`config.mk`:
```
export PLATFORM = sky130hd
export DESIGN_NAME = gmii_udp_tx
export DESIGN_NICKNAME = d
export VERILOG_FILES = /design/src/source/gmii_udp_pkg.sv /design/src/source/frame_byte_counter.sv /design/src/source/ipv4_header_checksum.sv /design/src/source/eth_crc32.sv /design/src/source/gmii_tx_fsm.sv /design/src/source/frame_byte_mux.sv /design/src/source/gmii_udp_tx.sv
export SDC_FILE = /design/constraint.sdc
export NUM_CORES = 1
export LEC_CHECK = 0
export ABC_AREA = 1
export BUFFER_PORTS_ARGS = -buffer_cell sky130_fd_sc_hd__buf_2
export CAP_MARGIN = 10
export CORE_ASPECT_RATIO = 1.1
export CORE_MARGIN = 10
export CORE_UTILIZATION = 30
export CTS_CLUSTER_DIAMETER = 150
export DETAILED_ROUTE_END_ITERATION = 10
export PLACE_DENSITY_LB_ADDON = 0.2
export SETUP_SLACK_MARGIN = 0.4
export SYNTH_ARGS = -nofsm -noshare
export SYNTH_HDL_FRONTEND = slang
export SYNTH_SLANG_ARGS = --single-unit
```
`constraint.sdc`:
```
create_clock -name fifo_clk -period 8.1 [get_ports fifo_clk]
set_input_delay 2.43 -clock fifo_clk [delete_from_list [all_inputs] [get_ports fifo_clk]]
set_output_delay 2.43 -clock fifo_clk [all_outputs]
set_load 0.1 [all_outputs]
```
`src/source/gmii_udp_pkg.sv`:
```
package gmii_udp_pkg;

	typedef logic [7:0]  gmii_byte_t;
	typedef logic [15:0] pix_word_t;
	typedef logic [3:0]  stream_id_t;
	typedef logic [47:0] mac_addr_t;
	typedef logic [31:0] ip_addr_t;
	typedef logic [31:0] crc32_t;
	typedef logic [10:0] sec_count_t;
	typedef logic [15:0] ip_csum_t;

	typedef enum logic [2:0] {
		ST_IDLE,
		ST_PREAMBLE,
		ST_SFD,
		ST_HEADER,
		ST_COORD,
		ST_PAYLOAD,
		ST_FCS,
		ST_GAP
	} tx_state_e;

	// Source of the next GMII byte
	typedef enum logic [2:0] {
		SEL_IDLE,
		SEL_PREAMBLE,
		SEL_SFD,
		SEL_HEADER,
		SEL_WORD,
		SEL_FCS
	} byte_sel_e;

	typedef struct packed {
		mac_addr_t src_mac;
		mac_addr_t dst_mac;
		ip_addr_t  src_ip;
		ip_addr_t  dst_ip;
	} frame_addr_t;

	// --------------------
	// Frame layout
	// --------------------
	localparam int PREAMBLE_BYTES = 7;
	localparam int HEADER_BYTES   = 42;
	localparam int COORD_BYTES    = 4;
	localparam int FCS_BYTES      = 4;
	localparam int GAP_CYCLES     = 12;
	localparam int IP_HDR_BYTES   = 20;
	localparam int UDP_HDR_BYTES  = 8;

	localparam gmii_byte_t  PREAMBLE_BYTE = 8'h55;
	localparam gmii_byte_t  SFD_BYTE      = 8'hD5;
	localparam logic [15:0] ETH_TYPE_IPV4 = 16'h0800;
	localparam logic [15:0] IP_VER_TOS    = 16'h4500;
	localparam logic [15:0] IP_IDENT      = 16'h0000;
	localparam logic [15:0] IP_FLAGS_FRAG = 16'h4000;
	localparam logic [7:0]  IP_TTL        = 8'h40;
	localparam logic [7:0]  IP_PROTO_UDP  = 8'h11;
	localparam logic [15:0] UDP_SRC_PORT  = 16'd12344;
	localparam logic [15:0] UDP_DST_PORT  = 16'd12345;
	localparam logic [15:0] UDP_CSUM      = 16'h0000;

	// UDP length covers its header, the coordinates and the pixels
	function automatic logic [15:0] udp_len(input int payload_words);
		return 16'(UDP_HDR_BYTES + COORD_BYTES + 2 * payload_words);
	endfunction

	function automatic logic [15:0] ip_total_len(input int payload_words);
		return 16'(IP_HDR_BYTES) + udp_len(payload_words);
	endfunction

	// Stream id offsets on the low address bytes
	function automatic gmii_byte_t add_sid(input gmii_byte_t b, input stream_id_t sid);
		return b + {4'h0, sid};
	endfunction

	function automatic gmii_byte_t sub_sid(input gmii_byte_t b, input stream_id_t sid);
		return b - {4'h0, sid};
	endfunction

endpackage

```
`src/source/frame_byte_counter.sv`:
```
module frame_byte_counter (
	input  logic                     fifo_clk,
	input  logic                     sys_rst,
	input  logic                     load,
	input  gmii_udp_pkg::sec_count_t load_value,
	output gmii_udp_pkg::sec_count_t value,
	output logic                     last
);

	// Loaded with length minus one, parks at zero
	always_ff @(posedge fifo_clk) begin
		if (sys_rst) begin
			value <= '0;
		end else if (load) begin
			value <= load_value;
		end else if (value != '0) begin
			value <= value - 1'b1;
		end
	end

	// Final count of the running section
	assign last = (value == '0);

endmodule

```
`src/source/ipv4_header_checksum.sv`:
```
module ipv4_header_checksum #(
	parameter int PAYLOAD_WORDS = 640
) (
	input  logic                      fifo_clk,
	input  logic                      sys_rst,
	input  logic                      start,
	input  gmii_udp_pkg::frame_addr_t addr,
	input  gmii_udp_pkg::stream_id_t  stream_id,
	output gmii_udp_pkg::ip_csum_t    csum
);
	import gmii_udp_pkg::*;

	logic [2:0]  step;
	logic [19:0] acc;
	logic [15:0] word_a;
	logic [15:0] word_b;
	logic [16:0] fold;

	// Two header words per step, checksum field counted as zero
	always_comb begin
		case (step)
			3'd1: begin
				word_a = IP_VER_TOS;
				word_b = ip_total_len(PAYLOAD_WORDS);
			end
			3'd2: begin
				word_a = IP_IDENT;
				word_b = IP_FLAGS_FRAG;
			end
			3'd3: begin
				word_a = {IP_TTL, IP_PROTO_UDP};
				word_b = 16'h0000;
			end
			3'd4: begin
				word_a = addr.src_ip[31:16];
				word_b = {addr.src_ip[15:8], add_sid(addr.src_ip[7:0], stream_id)};
			end
			3'd5: begin
				word_a = addr.dst_ip[31:16];
				word_b = {addr.dst_ip[15:8], sub_sid(addr.dst_ip[7:0], stream_id)};
			end
			default: begin
				word_a = 16'h0000;
				word_b = 16'h0000;
			end
		endcase
	end

	// First carry fold, the second one goes in the final add
	assign fold = {1'b0, acc[15:0]} + {13'h0, acc[19:16]};

	always_ff @(posedge fifo_clk) begin
		if (sys_rst) begin
			step <= 3'd0;
		end else if (start) begin
			step <= 3'd1;
			acc  <= '0;
		end else if (step == 3'd6) begin
			csum <= ~(fold[15:0] + {15'h0, fold[16]});
			step <= 3'd0;
		end else if (step != 3'd0) begin
			acc  <= acc + {4'h0, word_a} + {4'h0, word_b};
			step <= step + 3'd1;
		end
	end

endmodule

```
`src/source/eth_crc32.sv`:
```
module eth_crc32 (
	input  logic                     fifo_clk,
	input  logic                     sys_rst,
	input  logic                     init,
	input  logic                     en,
	input  gmii_udp_pkg::gmii_byte_t data,
	output gmii_udp_pkg::crc32_t     crc
);
	import gmii_udp_pkg::*;

	localparam crc32_t CRC_POLY = 32'h04C1_1DB7;

	crc32_t crc_q;
	crc32_t crc_d;

	// One byte, LSB first as it goes on the wire
	function automatic crc32_t crc_step(input crc32_t c, input gmii_byte_t d);
		crc32_t r;
		logic   fb;
		r = c;
		for (int i = 0; i < 8; i++) begin
			fb = r[31] ^ d[i];
			r = {r[30:0], 1'b0};
			if (fb)
				r = r ^ CRC_POLY;
		end
		return r;
	endfunction

	function automatic gmii_byte_t rev8(input gmii_byte_t b);
		gmii_byte_t r;
		for (int i = 0; i < 8; i++)
			r[i] = b[7 - i];
		return r;
	endfunction

	// Includes the byte on data this cycle, so the last byte is in the FCS at once
	assign crc_d = en ? crc_step(crc_q, data) : crc_q;

	always_ff @(posedge fifo_clk) begin
		if (sys_rst || init)
			crc_q <= '1;
		else
			crc_q <= crc_d;
	end

	// FCS bytes in send order, first byte on top
	assign crc = ~{rev8(crc_d[31:24]), rev8(crc_d[23:16]), rev8(crc_d[15:8]), rev8(crc_d[7:0])};

endmodule

```
`src/source/gmii_tx_fsm.sv`:
```
module gmii_tx_fsm #(
	parameter int PAYLOAD_WORDS = 640
) (
	input  logic                     fifo_clk,
	input  logic                     sys_rst,
	input  logic                     line_ready,
	input  logic                     pix_empty,
	input  logic                     cnt_last,
	input  gmii_udp_pkg::sec_count_t cnt_value_now,
	output logic                     cnt_load,
	output gmii_udp_pkg::sec_count_t cnt_value,
	output logic                     ck_start,
	output logic                     crc_init,
	output logic                     crc_en,
	output gmii_udp_pkg::byte_sel_e  byte_sel,
	output gmii_udp_pkg::sec_count_t byte_index,
	output logic                     hi_half,
	output logic                     pix_rd_en
);
	import gmii_udp_pkg::*;

	tx_state_e state;
	tx_state_e state_d;
	logic      start;
	logic      word_sec;

	assign start    = line_ready && !pix_empty;
	assign word_sec = (state == ST_COORD) || (state == ST_PAYLOAD);

	always_ff @(posedge fifo_clk) begin
		if (sys_rst) begin
			state  <= ST_IDLE;
			crc_en <= 1'b0;
		end else begin
			state  <= state_d;
			// txd lags the selection by one cycle
			crc_en <= (state == ST_HEADER) || word_sec;
		end
	end

	// --------------------
	// Section sequencing
	// --------------------
	always_comb begin
		state_d   = state;
		cnt_load  = 1'b0;
		cnt_value = '0;
		ck_start  = 1'b0;
		byte_sel  = SEL_IDLE;
		case (state)
			ST_IDLE: begin
				if (start) begin
					// First preamble byte goes out right here
					byte_sel  = SEL_PREAMBLE;
					ck_start  = 1'b1;
					cnt_load  = 1'b1;
					cnt_value = sec_count_t'(PREAMBLE_BYTES - 2);
					state_d   = ST_PREAMBLE;
				end
			end
			ST_PREAMBLE: begin
				byte_sel = SEL_PREAMBLE;
				if (cnt_last)
					state_d = ST_SFD;
			end
			ST_SFD: begin
				byte_sel  = SEL_SFD;
				cnt_load  = 1'b1;
				cnt_value = sec_count_t'(HEADER_BYTES - 1);
				state_d   = ST_HEADER;
			end
			ST_HEADER: begin
				byte_sel = SEL_HEADER;
				if (cnt_last) begin
					cnt_load  = 1'b1;
					cnt_value = sec_count_t'(COORD_BYTES - 1);
					state_d   = ST_COORD;
				end
			end
			ST_COORD: begin
				byte_sel = SEL_WORD;
				if (cnt_last) begin
					cnt_load  = 1'b1;
					cnt_value = sec_count_t'(2 * PAYLOAD_WORDS - 1);
					state_d   = ST_PAYLOAD;
				end
			end
			ST_PAYLOAD: begin
				byte_sel = SEL_WORD;
				if (cnt_last) begin
					cnt_load  = 1'b1;
					cnt_value = sec_count_t'(FCS_BYTES - 1);
					state_d   = ST_FCS;
				end
			end
			ST_FCS: begin
				byte_sel = SEL_FCS;
				if (cnt_last) begin
					cnt_load  = 1'b1;
					cnt_value = sec_count_t'(GAP_CYCLES - 1);
					state_d   = ST_GAP;
				end
			end
			default: begin
				if (cnt_last)
					state_d = ST_IDLE;
			end
		endcase
	end

	// Byte position from the start of the section
	always_comb begin
		case (state)
			ST_HEADER: byte_index = sec_count_t'(HEADER_BYTES - 1) - cnt_value_now;
			ST_FCS:    byte_index = sec_count_t'(FCS_BYTES - 1) - cnt_value_now;
			default:   byte_index = cnt_value_now;
		endcase
	end

	// Odd counts are high halves since word sections load an odd value
	assign hi_half   = cnt_value_now[0];
	assign pix_rd_en = word_sec && !cnt_value_now[0];
	assign crc_init  = (state == ST_SFD);

endmodule

```
`src/source/frame_byte_mux.sv`:
```
module frame_byte_mux #(
	parameter int PAYLOAD_WORDS = 640
) (
	input  logic                      fifo_clk,
	input  logic                      sys_rst,
	input  gmii_udp_pkg::byte_sel_e   sel,
	input  gmii_udp_pkg::sec_count_t  index,
	input  logic                      hi_half,
	input  gmii_udp_pkg::frame_addr_t addr,
	input  gmii_udp_pkg::stream_id_t  stream_id,
	input  gmii_udp_pkg::ip_csum_t    csum,
	input  gmii_udp_pkg::crc32_t      crc,
	input  gmii_udp_pkg::pix_word_t   pix_data,
	output logic                      tx_en,
	output gmii_udp_pkg::gmii_byte_t  txd
);
	import gmii_udp_pkg::*;

	localparam int HDR_BITS = HEADER_BYTES * 8;

	logic [HDR_BITS-1:0] hdr;
	logic [8:0]          hdr_lsb;
	gmii_byte_t          hdr_byte;
	gmii_byte_t          fcs_byte;
	gmii_byte_t          byte_d;

	// --------------------
	// Header image
	// --------------------
	// Ethernet, IPv4 and UDP headers, first byte on top
	assign hdr = {
		addr.dst_mac[47:8], sub_sid(addr.dst_mac[7:0], stream_id),
		addr.src_mac[47:8], add_sid(addr.src_mac[7:0], stream_id),
		ETH_TYPE_IPV4,
		IP_VER_TOS,
		ip_total_len(PAYLOAD_WORDS),
		IP_IDENT,
		IP_FLAGS_FRAG,
		IP_TTL,
		IP_PROTO_UDP,
		csum,
		addr.src_ip[31:8], add_sid(addr.src_ip[7:0], stream_id),
		addr.dst_ip[31:8], sub_sid(addr.dst_ip[7:0], stream_id),
		UDP_SRC_PORT,
		UDP_DST_PORT,
		udp_len(PAYLOAD_WORDS),
		UDP_CSUM
	};

	assign hdr_lsb  = 9'((HEADER_BYTES - 1 - int'(index)) * 8);
	assign hdr_byte = hdr[hdr_lsb +: 8];

	always_comb begin
		case (index[1:0])
			2'd0:    fcs_byte = crc[31:24];
			2'd1:    fcs_byte = crc[23:16];
			2'd2:    fcs_byte = crc[15:8];
			default: fcs_byte = crc[7:0];
		endcase
	end

	always_comb begin
		case (sel)
			SEL_PREAMBLE: byte_d = PREAMBLE_BYTE;
			SEL_SFD:      byte_d = SFD_BYTE;
			SEL_HEADER:   byte_d = hdr_byte;
			SEL_WORD:     byte_d = hi_half ? pix_data[15:8] : pix_data[7:0];
			SEL_FCS:      byte_d = fcs_byte;
			default:      byte_d = 8'h00;
		endcase
	end

	// GMII output register
	always_ff @(posedge fifo_clk) begin
		if (sys_rst) begin
			tx_en <= 1'b0;
			txd   <= 8'h00;
		end else begin
			tx_en <= (sel != SEL_IDLE);
			txd   <= byte_d;
		end
	end

endmodule

```
`src/source/gmii_udp_tx.sv`:
```
module gmii_udp_tx #(
	parameter int                      PAYLOAD_WORDS = 640,
	parameter gmii_udp_pkg::mac_addr_t SRC_MAC       = 48'h00_23_45_67_89_01,
	parameter gmii_udp_pkg::mac_addr_t DST_MAC       = 48'h00_23_45_67_89_02,
	parameter gmii_udp_pkg::ip_addr_t  SRC_IP        = {8'd192, 8'd168, 8'd0, 8'd1},
	parameter gmii_udp_pkg::ip_addr_t  DST_IP        = {8'd192, 8'd168, 8'd0, 8'd2}
) (
	input  logic                     fifo_clk,
	input  logic                     sys_rst,
	input  gmii_udp_pkg::pix_word_t  pix_data,
	input  logic                     pix_empty,
	input  logic                     line_ready,
	output logic                     pix_rd_en,
	input  gmii_udp_pkg::stream_id_t stream_id,
	output logic                     tx_en,
	output gmii_udp_pkg::gmii_byte_t txd
);
	import gmii_udp_pkg::*;

	frame_addr_t frame_addr;
	stream_id_t  stream_id_q;
	sec_count_t  cnt_value;
	sec_count_t  cnt_value_now;
	sec_count_t  byte_index;
	byte_sel_e   byte_sel;
	ip_csum_t    ip_csum;
	crc32_t      crc;
	logic        cnt_load;
	logic        cnt_last;
	logic        ck_start;
	logic        crc_init;
	logic        crc_en;
	logic        hi_half;

	assign frame_addr = '{src_mac: SRC_MAC, dst_mac: DST_MAC, src_ip: SRC_IP, dst_ip: DST_IP};

	// Stream id held for the whole frame
	always_ff @(posedge fifo_clk) begin
		if (sys_rst)
			stream_id_q <= '0;
		else if (ck_start)
			stream_id_q <= stream_id;
	end

	gmii_tx_fsm #(
		.PAYLOAD_WORDS (PAYLOAD_WORDS)
	) u_fsm (
		.fifo_clk      (fifo_clk),
		.sys_rst       (sys_rst),
		.line_ready    (line_ready),
		.pix_empty     (pix_empty),
		.cnt_last      (cnt_last),
		.cnt_value_now (cnt_value_now),
		.cnt_load      (cnt_load),
		.cnt_value     (cnt_value),
		.ck_start      (ck_start),
		.crc_init      (crc_init),
		.crc_en        (crc_en),
		.byte_sel      (byte_sel),
		.byte_index    (byte_index),
		.hi_half       (hi_half),
		.pix_rd_en     (pix_rd_en)
	);

	frame_byte_counter u_counter (
		.fifo_clk   (fifo_clk),
		.sys_rst    (sys_rst),
		.load       (cnt_load),
		.load_value (cnt_value),
		.value      (cnt_value_now),
		.last       (cnt_last)
	);

	ipv4_header_checksum #(
		.PAYLOAD_WORDS (PAYLOAD_WORDS)
	) u_csum (
		.fifo_clk  (fifo_clk),
		.sys_rst   (sys_rst),
		.start     (ck_start),
		.addr      (frame_addr),
		.stream_id (stream_id_q),
		.csum      (ip_csum)
	);

	eth_crc32 u_crc (
		.fifo_clk (fifo_clk),
		.sys_rst  (sys_rst),
		.init     (crc_init),
		.en       (crc_en),
		.data     (txd),
		.crc      (crc)
	);

	frame_byte_mux #(
		.PAYLOAD_WORDS (PAYLOAD_WORDS)
	) u_mux (
		.fifo_clk  (fifo_clk),
		.sys_rst   (sys_rst),
		.sel       (byte_sel),
		.index     (byte_index),
		.hi_half   (hi_half),
		.addr      (frame_addr),
		.stream_id (stream_id_q),
		.csum      (ip_csum),
		.crc       (crc),
		.pix_data  (pix_data),
		.tx_en     (tx_en),
		.txd       (txd)
	);

endmodule

```
==> results of run 1 <==
## placed cells by master (no fill, tap or decap), drive strengths merged, types with 2 or more instances in the layout
cell	n
conb	2
edfxtp	36
xnor2	7
nor4	8
nand4	24
dfxtp	63
o21bai	3
xor2	32
fa	8
or2	6
nand2	525
o21ai	62
o211ai	15
a21oi	59
nand3b	3
clkinv	3
ha	42
a211oi	2
o21a	5
a31oi	8
nand3	168
clkbuf	9
nor2	98
nor3	21
buf	38
inv	184
## final timing paths
kind,start,to,cells past startpoint
worst max-delay path,u_fsm.state[2],pix_rd_en,3
worst min-delay path,u_crc.crc_q[0],u_crc.crc_q[0],2
worst max register to register,u_csum.step[2],u_csum.acc[14],19
worst min register to register,u_crc.crc_q[0],u_crc.crc_q[0],2
## worst max-delay path, stage by stage, from the launching register on
cell                      delay, ns
sky130_fd_sc_hd__dfxtp_1       0.63
sky130_fd_sc_hd__o21ai_1       0.26
sky130_fd_sc_hd__nor2_1        0.14
sky130_fd_sc_hd__buf_2         0.43
## final cells by class
cell class | count | area (um^2) | area share [%]
well taps | 374 | 468 | 4.84
clock inverters | 7 | 75.1 | 0.776
inverters | 182 | 686 | 7.09
repair buffers | 38 | 203 | 2.10
clock buffers | 9 | 225 | 2.33
flip-flops and latches | 99 | 2340 | 24.2
multi-input cells | 1105 | 5680 | 58.7
## state kept, by name, summed over array words and instances (netlist names)
signal / flops
u_crc.crc_q: 32
u_mux.txd: 8
stream_id_q: 4
u_csum.acc: 20
u_counter.value: 11
u_fsm.state: 3
u_fsm.crc_en: 1
u_csum.csum: 16
u_csum.step: 3
u_mux.tx_en: 1
## synth_stat cells, types with 2 or more instances
library cell               instances  area [um^2]
sky130_fd_sc_hd__a211oi_1          2         15.0
sky130_fd_sc_hd__a21oi_1          59          295
sky130_fd_sc_hd__a31oi_1           8         50.1
sky130_fd_sc_hd__buf_2             5         25.0
sky130_fd_sc_hd__buf_4             4         30.0
sky130_fd_sc_hd__buf_6             7         78.8
sky130_fd_sc_hd__clkbuf_1         18         67.6
sky130_fd_sc_hd__dfxtp_1          63         1260
sky130_fd_sc_hd__edfxtp_1         36         1080
sky130_fd_sc_hd__fa_1              8          160
sky130_fd_sc_hd__ha_1             42          526
sky130_fd_sc_hd__inv_1           173          649
sky130_fd_sc_hd__inv_2             7         26.3
sky130_fd_sc_hd__nand2_1         509         1910
sky130_fd_sc_hd__nand2_2          12         75.1
sky130_fd_sc_hd__nand2_4           4         45.0
sky130_fd_sc_hd__nand3_1         163          816
sky130_fd_sc_hd__nand3_2           5         50.1
sky130_fd_sc_hd__nand3b_1          3         22.5
sky130_fd_sc_hd__nand4_1          24          150
sky130_fd_sc_hd__nor2_1           88          330
sky130_fd_sc_hd__nor2_2            6         37.5
sky130_fd_sc_hd__nor2_4            4         45.0
sky130_fd_sc_hd__nor3_1           20          100
sky130_fd_sc_hd__nor4_1            7         43.8
sky130_fd_sc_hd__o211ai_1         15          113
sky130_fd_sc_hd__o21a_1            5         37.5
sky130_fd_sc_hd__o21ai_0          58          290
sky130_fd_sc_hd__o21ai_1           3         15.0
sky130_fd_sc_hd__o21bai_1          3         22.5
sky130_fd_sc_hd__or2_2             6         37.5
sky130_fd_sc_hd__xnor2_1           6         52.6
sky130_fd_sc_hd__xor2_1           31          272
## power by group
| part | leakage, nW | internal, mW | total (mW) | switching, mW |
|---|---|---|---|---|
| Combinational | 3.92 | 0.629 | 2.12 | 1.49 |
| Sequential | 0.845 | 0.639 | 0.744 | 0.105 |
| Clock | 0.148 | 0.243 | 0.469 | 0.226 |
| Total | 4.92 | 1.51 | 3.33 | 1.82 |
## per-stage QoR
| step | cell area (um^2) | util (%) | std cells | setup WS [ns] |
|---|---|---|---|---|
| floorplan | 8890 | - | 1420 | 3.71 |
| global placement | 9370 | 31.9 | 1798 | 3.56 |
| detailed placement | 9370 | 31.9 | 1798 | 3.53 |
| CTS | 9670 | 32.9 | 1814 | 3.80 |
| global route | 9670 | 32.9 | 1814 | 3.64 |
| finish | 9670 | 32.9 | 1814 | 3.83 |
## routing by layer
| metal | global-route usage (%) | vias up |
|---|---|---|
| met2 | 25.2 | 168 |
| met4 | 3.57 | 0 |
| met3 | 2.26 | 26 |
| li1 | - | 4636 |
| met1 | 19.2 | 4176 |
| met5 | 0 | - |
## cell families (layout without fill, tap and decap cells)
family | count (synthesis) | in the layout
other | 1 | 2
AO/OA/AOI/OAI | 161 | 161
flip-flops | 99 | 99
XOR/XNOR | 39 | 39
adder cells (fa/ha/maj) | 50 | 50
AND/OR/NAND/NOR | 853 | 853
buffers and inverters | 216 | 236
==> qor.csv, run 1 <==
metric,value,unit
outcome,"finished, final reports clean",
cts_num_sinks,99,
yosys_most_used_dff,sky130_fd_sc_hd__dfxtp_1,
tritoncts,yes,
worst_hold_slack,0.510,ns
core_area,29400,um^2
route.top_layer_used,met4,
ctsLongestPathBuffers,2,
finalHoldViolCount,0,
largest_family_of_logic_cells_by_synthesized_area,simple AND/OR/NAND/NOR gates,
synth_edf_count,36,
timing.max_cap.violations,0,
synth_area_in_compound_gates,10.3,%
num-nets-final,1509,
synth.yosys.seq_area_share,26.3,%
synthCells,1419,
post_synth_mux_area_share,0,%
clock.fmax,234,MHz
clock-skew-final,0.0169,ns
power.density_cell_area,344,nW/um^2
grt_setup_unrepaired,no,
n_fill_cell,3321,
worstMarginPinSlew,1.18,ns
place.port_buffers,33,
grt_start_max_net_pins,39,
hold_path.class,reg -> reg,
initial_utilization,30.2,%
cts_hold_buf,0,
yosys.area_share.simple,41.6,%
final_layout_size_suffix_gt1_share,7.43,%
detailed_place_hpwl,21.0,mm
final-max-slew-violation-count,0,
synth-xor-area-share,4.01,%
first_global_vias,8523,
drt-vias-per-instance,4.96,
totalWireLength,27.4,mm
clock_tree.htree_level_count,3,
critical_path_required,5.67,ns
io-pin-count,34,
initial_antenna_violation_count,0,
cp-start-kind,flop,
report.final.setup_viol,0,
dieWidth,184,um
setup.worst_path.class,reg -> out,
worstSetupEndpointType,output pin,
syn_std_cell_area,8890,um^2
post_cts_resize_count,0,
route.layer.met1.wl,12.6,mm
clk_pin_slew_worst_paths,0.08,ns
dr_total_vias,9006,
final_min_period_over_clock_period,52.7,%
p_total,3.33,mW
root_buffer,sky130_fd_sc_hd__clkbuf_16,
place_congestion,0.865,
max-vdd-ir-drop,0.128,mV
grt_first_pass_wirelength,44.5,mm
cts_setup_buffers,0,
power_leakage,4.92,nW
period_needed,4.27,ns
clk-insertion-delay-late,0.37,ns
pre_antenna_drt_iters,5,
ys_ff_latch,99,
die_y,201,um
routed_wire_length_per_instance,15.1,um
met2_length,13.4,mm
met3RoutedLength,1.03,mm
async_flop_share,0,%
synth_warnings,0,
setup-tns-final,0,ns
drt_drc_violations_left,0,
die_ar,36900,um^2
reg2reg_setup_slack,4.11,ns
crit_fanout,10,
worst-endpoint-arrival,1.84,ns
number_of_buffers_created_by_cts,9,
relative_slew_slack,21.2,%
grt_overflow,0,
diodes,0,
syn_to_final_growth,8.82,%
violation_count_after_the_first_detailed_routing_iteration,567,
row_count,66,
synth_fa_ha_area_share,7.71,%
grt_usage,14.9,%
post_synth_num_cell_types,48,
synthesis.area_per_instance,6.26,um^2
antenna_left,0,
No activity file was read; power rests on OpenSTA's default activity.
==> run 2: changes to the inputs <==
==> constraint.sdc (replaced) <==
create_clock -name fifo_clk -period 4.03 [get_ports fifo_clk]
set_input_delay 1.209 -clock fifo_clk [delete_from_list [all_inputs] [get_ports fifo_clk]]
set_output_delay 1.209 -clock fifo_clk [all_outputs]
set_load 0.1 [all_outputs]
==> qor.csv, run 2 (synthesis results as in run 1) <==
metric,value,unit
outcome,"finished, final reports clean",
power_leakage,4.95,nW
p_total,6.72,mW
commonest_cells_after_routing_fill_and_taps_aside,"508 x sky130_fd_sc_hd__nand2_1, 171 x sky130_fd_sc_hd__inv_1, 162 x sky130_fd_sc_hd__nand3_1",
highest_delay_cell_along_the_critical_path,sky130_fd_sc_hd__fa_1,
worst-path-buf-inv,3,
hold_path.class,reg -> reg,
multi_input_area,5750,um^2
first_global_vias,8559,
critical_path_required,4.15,ns
routed_wire_length_per_instance,15.2,um
worstSetupEndpointType,flop,
core_area,29400,um^2
violation_count_after_the_first_detailed_routing_iteration,609,
worst-endpoint-arrival,3.51,ns
root_buffer,sky130_fd_sc_hd__clkbuf_16,
pre_antenna_drt_iters,5,
dr_total_vias,8983,
clk-insertion-delay-late,0.37,ns
place.port_buffers,33,
ctsLongestPathBuffers,2,
clk_pin_slew_worst_paths,0.07,ns
clock.fmax,296,MHz
n_fill_cell,3317,
syn_to_final_growth,10.1,%
grt_overflow,0,
power.density_cell_area,686,nW/um^2
cell_repeated_most_along_the_worst_path,sky130_fd_sc_hd__nand2_1,
grt_start_max_net_pins,38,
timing.critical_path.max_delay_family,adder cells,
final-max-slew-violation-count,0,
layout_top_registers,"u_crc.crc_q x32, u_csum.acc x20, u_csum.csum x16",
dieWidth,184,um
final_critical_path_setup_slack,0.646,ns
grt_usage,15.1,%
clock-skew-final,0.0209,ns
cpPeakStageDelay,0.44,ns
drt_drc_violations_left,0,
grt_first_pass_wirelength,45.2,mm
layoutNonFillerInstCount,1820,
detailed_place_hpwl,21.1,mm
antenna_left,0,
capturing_instance_or_port_of_the_critical_path,u_csum.acc[17],
period_needed,3.38,ns
initial_utilization,30.2,%
crit_cells,19,
setup.worst_path.class,reg -> reg,
report.final.setup_viol,0,
final_layout_size_suffix_gt1_share,8.92,%
timing.max_cap.violations,0,
worstPathCellList,inv_1 -> ha_1 -> nand2_1 -> nand3_2 -> nand2_2 -> inv_2 -> a41oi_2 -> fa_1 -> inv_1 -> ha_4 -> nand2_1 -> a21oi_1 -> o21ai_1 -> o211ai_1 -> nand2_1 -> nand2_1 -> nand2_1 -> nand2_1 -> o21a_1,
layout.cells.most_common,sky130_fd_sc_hd__nand2_1,
setup-tns-final,0,ns
final_min_period_over_clock_period,84.0,%
clock_tree.htree_level_count,3,
top_register,u_crc.crc_q,
drt-vias-per-instance,4.94,
number_of_buffers_created_by_cts,9,
tritoncts,yes,
row_count,66,
num-nets-final,1515,
place_congestion,0.892,
detailedPlace.worstSlack,0.315,ns
max-vdd-ir-drop,0.292,mV
placed_cells,1803,
io-pin-count,34,
die_ar,36900,um^2
cts_hold_buf,0,
totalWireLength,27.7,mm
die_y,201,um
largest_register_ffs,32,
r2r_end,u_csum.acc[17],
rr_worst_depth,19,
cp-start-kind,flop,
diodes,0,
worstReg2RegStart,u_csum.step[0],
crit_fanout,6,
finalHoldViolCount,0,
cts_num_sinks,99,
reg2reg_setup_slack,0.65,ns
worstMarginPinSlew,0.680,ns
final-seq-area,2340,um^2
initial_antenna_violation_count,0,
crit_start,u_csum.step[0],
relative_slew_slack,54.6,%
grt_setup_unrepaired,yes,
[run 2: changes by cell type in the layout (fill, tap and decap cells not counted), moves of 3 or more]
cell                      change
sky130_fd_sc_hd__a21oi_1      -4
sky130_fd_sc_hd__a21oi_2      +4
sky130_fd_sc_hd__buf_4        +6
sky130_fd_sc_hd__o21ai_0      -3
[run 2: what timing repair did]
| action | in CTS | in global routing |
|---|---|---|
| pin swaps | 0 | 3 |
| buffers inserted | 0 | 1 |
| endpoints found under the setup margin | 5 | 11 |
| resized for setup | 3 | 18 |
| hold endpoints to repair | 0 | 0 |
[run 2: per-stage QoR]
step                hold WS [ns]  util [%]  area [um^2]
floorplan                  0.471         -         8890
finish                     0.503      33.3         9780
detailed placement         0.496      32.0         9410
global placement           0.491      32.0         9410
CTS                        0.507      33.0         9710
global route               0.552      33.3         9780
[run 2: where the power goes]
group / total, mW / leakage (nW) / switching, mW / internal, mW
logic: 4.31 / 3.97 / 3.02 / 1.28
registers: 1.49 / 0.845 / 0.202 / 1.29
clock network: 0.922 / 0.141 / 0.435 / 0.487
total: 6.72 / 4.95 / 3.66 / 3.05
[run 2: layout make-up]
| type | instances | share of cell area [%] |
|---|---|---|
| inverters | 182 | 7.01 |
| well taps | 374 | 4.78 |
| clock inverters | 5 | 0.614 |
| repair buffers | 44 | 2.53 |
| multi-input cells | 1105 | 58.7 |
| clock buffers | 11 | 2.38 |
| flip-flops and latches | 99 | 24.0 |
[run 2: metal layers]
layer  global-route usage, %  up-vias  routed length, um
met4                    3.87        0                422
met5                       0        -                  0
li1                        -     4645                  -
met1                    19.8     4171              12800
met3                    1.83       23                977
met2                    25.4      144              13500
[run 2: worst min path at each step]
stage,start,end,depth (start not counted)
2_1_floorplan,stream_id_q[2],stream_id_q[2],2
3_3_place_gp,stream_id_q[2],stream_id_q[2],2
3_5_place_dp,stream_id_q[2],stream_id_q[2],2
4_1_cts,stream_id_q[2],stream_id_q[2],2
5_1_grt,u_crc.crc_q[11],u_crc.crc_q[11],2
6_report,stream_id_q[2],stream_id_q[2],2
[run 2: tightest hold or removal path: stages (launching register included)]
cell and delay, ns:
sky130_fd_sc_hd__dfxtp_1 0.33, sky130_fd_sc_hd__inv_1 0.07, sky130_fd_sc_hd__a21oi_1 0.05
